### src/hdl/core_pkg.sv
package core_pkg;

  parameter int DATA_WIDTH     = 32;
  parameter int REG_ADDR_WIDTH = 5;
  parameter int NUM_REGS       = 32;

  // Instruction word layout
  parameter int OPCODE_MSB = 31;
  parameter int OPCODE_LSB = 28;
  parameter int RD_MSB     = 27;
  parameter int RD_LSB     = 23;
  parameter int RS_MSB     = 22;
  parameter int RS_LSB     = 18;
  parameter int RT_MSB     = 17;
  parameter int RT_LSB     = 13;
  parameter int IMM_WIDTH  = 16;

  // Unlisted encodings execute as OP_ADD
  typedef enum logic [3:0] {
    OP_ADD = 4'd0,
    OP_SUB = 4'd1,
    OP_AND = 4'd2,
    OP_OR  = 4'd3,
    OP_XOR = 4'd4,
    OP_SLT = 4'd5,
    OP_MUL = 4'd6,
    OP_LI  = 4'd7
  } op_t;

endpackage

### src/hdl/issue_stage.sv
`timescale 1ns/1ps

module issue_stage
  import core_pkg::*;
#(
  parameter int ROB_DEPTH = 8
) (
  input  logic                         iq_empty,
  input  op_t                          iq_op,
  input  logic [REG_ADDR_WIDTH-1:0]    iq_rs,
  input  logic [REG_ADDR_WIDTH-1:0]    iq_rt,
  input  logic [IMM_WIDTH-1:0]         iq_imm,
  input  logic [$clog2(ROB_DEPTH)-1:0] iq_slot,
  output logic                         pop,
  output logic [$clog2(ROB_DEPTH)-1:0] query_slot,
  output logic [REG_ADDR_WIDTH-1:0]    query_a_reg,
  output logic [REG_ADDR_WIDTH-1:0]    query_b_reg,
  input  logic                         a_hit,
  input  logic                         a_pending,
  input  logic [DATA_WIDTH-1:0]        a_value,
  input  logic                         b_hit,
  input  logic                         b_pending,
  input  logic [DATA_WIDTH-1:0]        b_value,
  output logic [REG_ADDR_WIDTH-1:0]    rf_a_addr,
  output logic [REG_ADDR_WIDTH-1:0]    rf_b_addr,
  input  logic [DATA_WIDTH-1:0]        rf_a_data,
  input  logic [DATA_WIDTH-1:0]        rf_b_data,
  output logic                         alu_go,
  output logic                         mul_go,
  output op_t                          ex_op,
  output logic [DATA_WIDTH-1:0]        ex_a,
  output logic [DATA_WIDTH-1:0]        ex_b,
  output logic [IMM_WIDTH-1:0]         ex_imm,
  output logic [$clog2(ROB_DEPTH)-1:0] ex_slot
);

  logic dispatch;

  // Lookups for the head entry alone keep issue in order
  assign query_slot  = iq_slot;
  assign query_a_reg = iq_rs;
  assign query_b_reg = iq_rt;
  assign rf_a_addr   = iq_rs;
  assign rf_b_addr   = iq_rt;

  // In-flight producer wins over the architectural value
  assign ex_a = a_hit ? a_value : rf_a_data;
  assign ex_b = b_hit ? b_value : rf_b_data;

  assign dispatch = !iq_empty && !a_pending && !b_pending;
  assign pop      = dispatch;
  assign mul_go   = dispatch && (iq_op == OP_MUL);
  assign alu_go   = dispatch && (iq_op != OP_MUL);

  assign ex_op   = iq_op;
  assign ex_imm  = iq_imm;
  assign ex_slot = iq_slot;

endmodule

### config.mk
export PLATFORM = sky130hd
export DESIGN_NAME = issue_stage
export DESIGN_NICKNAME = d
export VERILOG_FILES = /design/src/hdl/core_pkg.sv /design/src/hdl/issue_stage.sv
export SDC_FILE = /design/constraint.sdc
export NUM_CORES = 1
export LEC_CHECK = 0
export BUFFER_PORTS_ARGS = -buffer_cell sky130_fd_sc_hd__buf_2
export CORE_AREA = 2 2 108 110
export DETAILED_ROUTE_END_ITERATION = 16
export DIE_AREA = 0 0 110 112
export GPL_ROUTABILITY_DRIVEN = 0
export GPL_TIMING_DRIVEN = 0
export SKIP_LAST_GASP = 1
export SLEW_MARGIN = 20
export SYNTH_ARGS = -nofsm -noshare
export SYNTH_HDL_FRONTEND = slang
export SYNTH_SLANG_ARGS = --single-unit
### constraint.sdc
create_clock -name vclk -period 1
set_input_delay 0.2 -clock vclk [all_inputs]
set_output_delay 0.2 -clock vclk [all_outputs]
set_load 0.03 [all_outputs]
==> results of run 1 <==
[per-layer routing]
layer  vias to the layer above  global-route usage (%)  wire length [µm]
met5                         -                       0                 0
met4                         0                  0.4219                22
met3                         4                   2.283               842
met2                       159                   20.37              3835
met1                       805                   6.934              1777
li1                        896                       -                 -
[worst max-delay path: cells and delay by family]
kind                   cells  cell delay (ps)
multiplexers               1              300
buffers and inverters      3              430
[worst max path at each step]
stage	start	end	slack, ps
2_1_floorplan	a_pending	alu_go	-90
3_3_place_gp	iq_op[0]	mul_go	-240
3_5_place_dp	iq_op[0]	mul_go	-250
4_1_cts	a_hit	ex_a[27]	-150
5_1_grt	a_hit	ex_a[12]	-150
6_report	b_hit	ex_b[6]	-140
[logic make-up (layout without fill, tap and decap cells)]
family,after synthesis,in the layout
simple gates,4,4
mux,64,64
buf+inv,54,310
[power breakdown]
group          leakage [nW]  internal (mW)  switching, mW
combinational          2.06           1.19           1.05
sequential                0              0              0
clock                     0              0              0
total                  2.06           1.19           1.05
[cells in the final DEF, fill, tap and decap left out]
cell,n
and2_4,1
buf_12,7
buf_16,6
buf_2,179
buf_4,47
buf_6,70
clkbuf_16,1
mux2_4,64
nor2b_4,1
nor3_4,1
nor4bb_4,1
[area by class of cell]
type / count / area, µm² / share of cell area, %
buffer: 54 / 513.0 / 14.37
multi-input combinational: 68 / 1025 / 28.70
tap: 143 / 178.9 / 5.011
timing repair buffer: 256 / 1854 / 51.93
[repair_timing]
| action | in CTS | in global routing |
|---|---|---|
| resized for setup | 145 | 2 |
| pin swaps | 1 | 1 |
| gates cloned | 5 | 1 |
| setup buffers | 2 | 0 |
| endpoints found under the setup margin | 66 | 64 |
==> results.md, run 1 <==
- # setup viols final: 64
- Synthesized Nets: ~290
- Hold Path Depth: 2
- Sequential cell area: 0 µm²
- Portion of netlist area occupied by mux cells: 64.73%
- Area enclosed by the die boundary: between 10000 and 15000 µm²
- Fraction of the yosys area taken by sequential cells: 0%
- Cell types with the largest area share after synthesis: mux2_4 62%, buf_4 24%, buf_12 8.2%, mux2_2 3.1%, buf_6 1.5%
- Total count of hold-check failures in the final report: 0
- Total Negative Setup Slacks: -7569 ps
- Routed WL per cell: 12.43 µm
- Placeable core area: between 10000 and 15000 µm²
- Total global-route track usage: 8.780%
- Final hold slack: about 650 ps
- Critical Path Max Stage Delay: around 300 ps
- Violated checks: negative setup slack
- Number of clock buffers in the layout: 0
- Final period utilization: 113.8%
- Post-route standard cell area excluding fillers: around 3600 µm²
- Worst voltage drop across the vdd grid: ~320 µV
- Endpoint type of the worst setup path: primary output
- Residual DRC: 0
- Transition at the pin with the smallest max-transition slack: ~220 ps
- Starting utilization of the core area: approximately an eighth
- Setup ws final: -137.8 ps
- Largest net degree at the start of global routing: 11
- Global-route wire length before repair: roughly 8600 µm
- Core occupancy in the finished layout: around a third
- Initial drt markers: 18
- Unrepaired setup endpoints after global routing: yes
- Critical setup path kind: input port to primary output
- Cell area after placement: about 2900 µm²
- IO Port Bufs: approximately 250
- Pre-CTS worst setup slack: -248.0 ps
- Fraction of final layout cells sized beyond drive strength 1: 100.0%
- Number of sequential cells in the layout: 0
- Number of inserted diodes: 0
- Final count of pins violating max slew: 0
- Syn_area_per_cell: 11.98 µm²
- Cell Chain, Critical Path: buf_12, clkbuf_16, mux2_4, buf_6
- Worst min-delay path startpoint: iq_slot[1]
- Achievable Freq: 878.9 MHz
- Io pins: roughly 280
- Cell variety after synth: 9
- Maximum capacitance violations: 0
- Cell Area, Synth: around 1500 µm²
- Pre-antenna DRT Iters: 3
- Max-slew headroom: a little over four fifths
- Post-CTS Hold Buffers: 0
- Gate Count Post-Synth: around 120
- Area share of xor/xnor cells in the synthesized design: 0%
- Antenna violations before repair: 1
- Height of the chip: around 110 µm
- Biggest fanout along the worst timing path: 8
- Area added between synthesis and finish: 144.3%
- Overflow left after global routing: 0
- Sum of routed wire length over all layers: about 6500 µm
- Horizontal die dimension: about 110 µm
- Synth area leader: mux2_4
- Proportion of netlist area held by the largest area contributor: between 60% and 70%
- Post-layout min period: 1138 ps
- Status: complete, but fails checks
- Leakage: between 2 and 2.5 nW
- Critical path data required time: about 800 ps
- Number of non-filler instances in the completed layout: about 520
- Power consumption: 2.235 mW
- Number of fill cells: approximately 1100
- Main combinational cell family by area after synthesis: multiplexers
- Final ANT Viol Nets: 0
- Leading cell types by count after synthesis: 60 x mux2_4, 46 x buf_4, 6 x buf_12, 4 x mux2_2, 2 x buf_6
- Instance count after placement with tap cells included: between 500 and 600
- Class of the most critical hold timing path: input port to primary output
- Power per cell area: between 600 and 700 nW/µm²
- Via count: 1864
- Destination of the worst hold path: query_slot[1]
- Simple logic cell fraction of the synthesized area: between 1.5 and 2%
- Critical path arrival: 940 ps
- Post-synthesis compound-gate area fraction: 0%
- Via count of the first global-routing pass: approximately 1900
- Area share of fa/ha/maj cells after synthesis: 0%
- Number of standard-cell rows in the floorplan: 39
- Nets: around 550
- Ys Warns: 0
- Placed wire-length estimate after detailed placement: 5427 µm
- Worst setup SP type: input port
- Most instantiated library cell after synthesis: mux2_4
- Mean number of vias per cell: approximately 3.6
- Cell with the largest stage delay on the worst path: mux2_4
Power figures use the tool's default switching activity.
==> run 2, diff against run 1 <==
==> constraint.sdc (replaced) <==
create_clock -name vclk -period 1
set_input_delay 0.2 -clock vclk [all_inputs]
set_output_delay 0.2 -clock vclk [all_outputs]
set_load 0.1 [all_outputs]
==> run 2 against run 1 <==
Against the previous run:
- the run still ends with negative setup slack left
- flip-flop and latch count is the same
- design area rose by 17%
- first-iteration DRC count fell by 5.6%
- utilization grew 5.5 points
- largest cell class unchanged
- global-route usage increased by 1.8 points
- setup slack worse by 49 ps
- sequential share of layout area unchanged
- combinational power up 95%
- hold slack improved by 64 ps
==> results.md, run 2 (synthesis gave the netlist of run 1 again) <==
- Transition at the pin with the smallest max-transition slack: 504.4 ps (+279.5 ps)
- Sum of routed wire length over all layers: 7685 µm (+19%)
- Area added between synthesis and finish: 186.2%
- Total global-route track usage: 10.61% (+1.8 points)
- Unrepaired setup endpoints after global routing: yes
- Final period utilization: 118.7% (+4.9 points)
- Horizontal die dimension: 110 µm (unchanged)
- Worst voltage drop across the vdd grid: 596.2 µV (+85%)
- Io pins: 279 (unchanged)
- Via count: 1886 (+1.2%)
- Post-layout min period: 1187 ps (+49.05 ps)
- Overflow left after global routing: 0 (unchanged)
- Leakage: 2.296 nW (+11%)
- Worst setup SP type: input port
- Total Negative Setup Slacks: -10900 ps (-3330 ps)
- Total count of hold-check failures in the final report: 0 (unchanged)
- Via count of the first global-routing pass: 2008 (+4.6%)
- IO Port Bufs: 248 (unchanged)
- Antenna violations before repair: 0 (-1)
- Placeable core area: 11170 µm² (unchanged)
- Number of standard-cell rows in the floorplan: 39 (unchanged)
- Height of the chip: 112 µm (unchanged)
- Clock network fraction of design power: 0% (unchanged)
- Endpoint type of the worst setup path: primary output
- Violated checks: negative setup slack
- Net switching fraction of the power: 63.39% (+17 points)
- Critical path arrival: 990 ps (+50 ps)
- Status: complete, but fails checks
- Most common library cell in the layout ignoring fill and taps: buf_2
- Setup ws final: -186.9 ps (-49.05 ps)
- Sequential cell fraction of total power: 0% (unchanged)
- Class of the most critical hold timing path: input port to primary output
- # setup viols final: 67 (+4.7%)
- Part of the total power dissipated in combinational logic: 100.0% (about the same)
- Number of clock buffers in the layout: 0 (unchanged)
- Commonest non-fill, non-tap cells in the layout: 175 x buf_2, 72 x buf_12, 64 x mux2_4
- Internal power summed over all cells: 1.600 mW (+35%)
- Number of inserted diodes: 0 (unchanged)
- Largest net degree at the start of global routing: 11 (unchanged)
- Placed wire-length estimate after detailed placement: 6076 µm (+12%)
- Power per cell area: 1045 nW/µm² (+67%)
- Starting utilization of the core area: 13.08% (unchanged)
- Global-route wire length before repair: 10050 µm (+17%)
- Pre-CTS worst setup slack: -729.3 ps (-481.2 ps)
- Number of sequential cells in the layout: 0 (unchanged)
- Switching power summed over all nets: 2.771 mW (+160%)
- Final ANT Viol Nets: 0 (unchanged)
- Area enclosed by the die boundary: 12320 µm² (unchanged)
- Residual DRC: 0 (unchanged)
- Max-slew headroom: 66.60% (-18 points)
- Critical setup path kind: input port to primary output
- Final count of pins violating max slew: 0 (unchanged)
- Maximum capacitance violations: 0 (unchanged)
- Fraction of final layout cells sized beyond drive strength 1: 100.0% (unchanged)
- Biggest fanout along the worst timing path: 8 (unchanged)
- Mean number of vias per cell: 3.606 (+0.79%)
- Nets: 548 (+0.37%)
- Pre-antenna DRT Iters: 2 (-1)
- Sequential cell area: 0 µm² (unchanged)
- Initial drt markers: 17 (-1)
- Critical path data required time: 800 ps (about the same)
- Routed WL per cell: 14.69 µm (+18%)
- Achievable Freq: 842.6 MHz (-4.1%)
==> run 2: cell count changes in the layout (fill, tap and decap cells not counted) <==
| cell | previous run | this run |
|---|---|---|
| buf_2 | 179 | 175 |
| clkbuf_16 | 1 | 5 |
| buf_12 | 7 | 72 |
| buf_6 | 70 | 5 |
| clkbuf_4 | 0 | 4 |
| buf_16 | 6 | 3 |
| buf_8 | 0 | 1 |
==> run 2: final cells by class <==
type | instances | area (µm²)
Fill cell | 1078 | 6992
Timing Repair Buffer | 258 | 2459
Buffer | 54 | 520.5
Tap cell | 143 | 178.9
Multi-Input combinational cell | 68 | 1025
==> run 2: power by group through the flow <==
stage	Sequential [mW]	Clock [mW]	Combinational, mW
finish	0	0	4.37
global route	0	0	4.49
global placement	0	0	3.47
CTS	0	0	4.28
detailed placement	0	0	3.48
floorplan	0	0	2.93
==> run 2: what timing repair did <==
| action | in CTS | in global routing |
|---|---|---|
| setup buffers | 3 | 1 |
| pin swaps | 1 | 0 |
| gates cloned | 1 | 5 |
| hold buffers | 0 | 0 |
| resized for setup | 270 | 13 |
| setup endpoints to repair | 67 | 71 |
==> run 2: metal layers <==
metal | track usage [%] | wire length (µm) | part of all wire, % | vias to the layer above
met4 | 0 | 0 | 0 | 0
met1 | 9.078 | 2122 | 28 | 826
met3 | 2.108 | 921 | 12 | 0
met5 | 0 | 0 | 0 | -
met2 | 24.50 | 4642 | 60 | 162
li1 | - | - | - | 898
==> run 2: final timing paths <==
| kind | depth (start not counted) | slack, ps | startpoint | endpoint |
|---|---|---|---|---|
| hold / removal | 3 | 710 | b_pending | pop |
| setup / recovery | 4 | -190 | a_hit | ex_a[16] |
==> run 2: worst max-delay path, stage by stage <==
cell and delay (ps):
buf_16 130, clkbuf_16 160, mux2_4 310, buf_12 170
==> run 2: metrics by stage <==
step | cells | hold WS (ps) | cell area, µm² | power (mW) | utilization (%)
5_1_grt | 523 | 728.2 | 4183 | 4.489 | 37.43
3_5_place_dp | 513 | 784.2 | 2934 | 3.481 | 26.26
3_3_place_gp | 513 | 784.4 | 2934 | 3.465 | 26.26
4_1_cts | 517 | 713.2 | 3994 | 4.282 | 35.74
6_report | 523 | 714.1 | 4183 | 4.371 | 37.43
2_1_floorplan | 122 | 508.4 | 1514 | 2.928 | -
==> run 3, diff against run 2 <==
Settings changed: CORE_AREA 2 2 108 110 to 4 4 107 109, DIE_AREA 0 0 110 112 to 0 0 111 113, PLACE_DENSITY set to 0.51.
==> run 3 against run 2 <==
Against the previous run:
- the flow still finishes with violations (negative setup slack)
- power is 1.0% lower
- via count hardly changed
- maximum frequency is 1.3% higher
- utilization is 1.3 points higher
- sequential share of layout area stayed put
- global-route usage is 0.16 points lower
- cell count is 1.1% lower
- wire length is 1.5% lower
- hold slack better by 67 ps
- design area is 1.9% lower
- largest power group unchanged
==> results.md, run 3 (synthesis gave the netlist of run 1 again) <==
- Horizontal die dimension: 111 µm (+0.91%)
- Total Negative Setup Slacks: -9761 ps (+1138 ps)
- Power consumption: 4.325 mW (-1.0%)
- Switching power summed over all nets: 2.753 mW (-0.63%)
- Unrepaired setup endpoints after global routing: yes
- Final count of pins violating max slew: 0 (unchanged)
- Power per cell area: 1055 nW/µm² (+0.91%)
- Number of sequential cells in the layout: 0 (unchanged)
- Core occupancy in the finished layout: 38.68% (+1.3 points)
- Placed wire-length estimate after detailed placement: 6495 µm (+6.9%)
- Internal power summed over all cells: 1.572 mW (-1.8%)
- Pre-antenna DRT Iters: 4 (+2)
- Io pins: 279 (unchanged)
- Area enclosed by the die boundary: 12540 µm² (+1.8%)
- Number of fill cells: 1000 (-7.2%)
- Max-slew headroom: 65.86% (-0.74 points)
- Cell area after placement: 2930 µm² (-0.13%)
- Worst setup SP type: input port
- Endpoint type of the worst setup path: primary output
- Grt met2 use: 24.03% (-0.47 points)
- Clock network fraction of design power: 0% (unchanged)
- Global-route wire length before repair: 10750 µm (+6.9%)
- Most common library cell in the layout ignoring fill and taps: buf_2
- Largest net degree at the start of global routing: 11 (unchanged)
- Biggest fanout along the worst timing path: 6 (-2)
- Routed WL per cell: 14.65 µm (-0.33%)
- Sum of routed wire length over all layers: 7572 µm (-1.5%)
- Number of clock buffers in the layout: 0 (unchanged)
- Critical path data required time: 800 ps (about the same)
- Final period utilization: 117.1% (-1.5 points)
- Number of inserted diodes: 0 (unchanged)
- Via count: 1885 (-0.053%)
- # setup viols final: 67 (unchanged)
- Net switching fraction of the power: 63.66% (+0.27 points)
- Met3 demand-to-capacity share in global routing: 3.209% (+1.1 points)
- Leakage: 2.257 nW (-1.7%)
- Pre-CTS worst setup slack: -686.6 ps (+42.61 ps)
- Post-CTS Hold Buffers: 0 (unchanged)
- Worst min-delay path startpoint: b_pending
- Fraction of final layout cells sized beyond drive strength 1: 100.0% (unchanged)
- Post-layout min period: 1171 ps (-15.41 ps)
- Setup ws final: -171.4 ps (+15.41 ps)
- Critical path arrival: 970 ps (-20 ps)
- Height of the chip: 113 µm (+0.89%)
- Number of standard-cell rows in the floorplan: 38 (-2.6%)
- Post-route standard cell area excluding fillers: 4101 µm² (-1.9%)
- Commonest non-fill, non-tap cells in the layout: 175 x buf_2, 75 x buf_12, 64 x mux2_4
- Antenna violations before repair: 2 (+2)
- Total count of hold-check failures in the final report: 0 (unchanged)
- IO Port Bufs: 248 (unchanged)
- Sequential cell area: 0 µm² (unchanged)
- Maximum capacitance violations: 0 (unchanged)
- Launch point of the worst path: b_hit
- Met1 Usage GRT: 8.698% (-0.38 points)
- Transition at the pin with the smallest max-transition slack: 515.6 ps (+11.23 ps)
- Worst voltage drop across the vdd grid: 616.0 µV (+3.3%)
- Starting utilization of the core area: 13.78% (+0.71 points)
- Part of the total power dissipated in combinational logic: 100.0% (about the same)
- Via count of the first global-routing pass: 2054 (+2.3%)
- Mean number of vias per cell: 3.646 (+1.1%)
- Placeable core area: 10600 µm² (-5.1%)
- Final ANT Viol Nets: 0 (unchanged)
- Violated checks: negative setup slack
- Status: complete, but fails checks
- Area used by multi-input combinational logic: 1025 µm² (unchanged)
- Total global-route track usage: 10.45% (-0.16 points)
- Overflow left after global routing: 0 (unchanged)
- Sequential cell fraction of total power: 0% (unchanged)
- Achievable Freq: 853.7 MHz (+1.3%)
- Nets: 545 (-0.55%)
- Critical setup path kind: input port to primary output
- Residual DRC: 0 (unchanged)
- Global routing's busiest layer: met2
- Class of the most critical hold timing path: input port to primary output
- Initial drt markers: 29 (+12)
- Area added between synthesis and finish: 180.7%
run 3: power groups by stage:
stage | clock (mW) | combinational [mW] | sequential (mW)
after floorplan | 0 | 2.93 | 0
after global placement | 0 | 3.47 | 0
after detailed placement | 0 | 3.49 | 0
after CTS | 0 | 4.30 | 0
after global routing | 0 | 4.43 | 0
final | 0 | 4.33 | 0
run 3: final timing paths:
check,end,slack [ps],depth (start not counted)
min,pop,780,4
max,ex_b[15],-170,4
run 3: final cells by class:
cell class,instances,area share [%]
Buffer,54,12.32
Tap cell,140,4.271
Timing Repair Buffer,255,58.42
Multi-Input combinational cell,68,24.98
run 3: timing repair:
| action | CTS | global route |
|---|---|---|
| setup endpoints to repair | 67 | 69 |
| resized for setup | 273 | 7 |
| buffers inserted | 3 | 1 |
| gates cloned | 1 | 2 |
| hold endpoints to repair | 0 | 0 |
| pin swaps | 1 | 2 |
run 3: routing by layer:
layer	vias to the layer above	wire, µm
met5	-	0
met4	0	65
met3	6	896
met2	156	4579
met1	831	2031
li1	892	-
run 3: worst max-delay path: stages:
cell	delay, ps
buf_12	130
clkbuf_16	160
mux2_4	310
buf_12	170
run 3: stage by stage:
step / cells / hold slack (ps)
6_report: 517 / 781.4
5_1_grt: 517 / 787.4
4_1_cts: 514 / 722.9
3_5_place_dp: 510 / 784.5
3_3_place_gp: 510 / 784.9
2_1_floorplan: 122 / 508.4
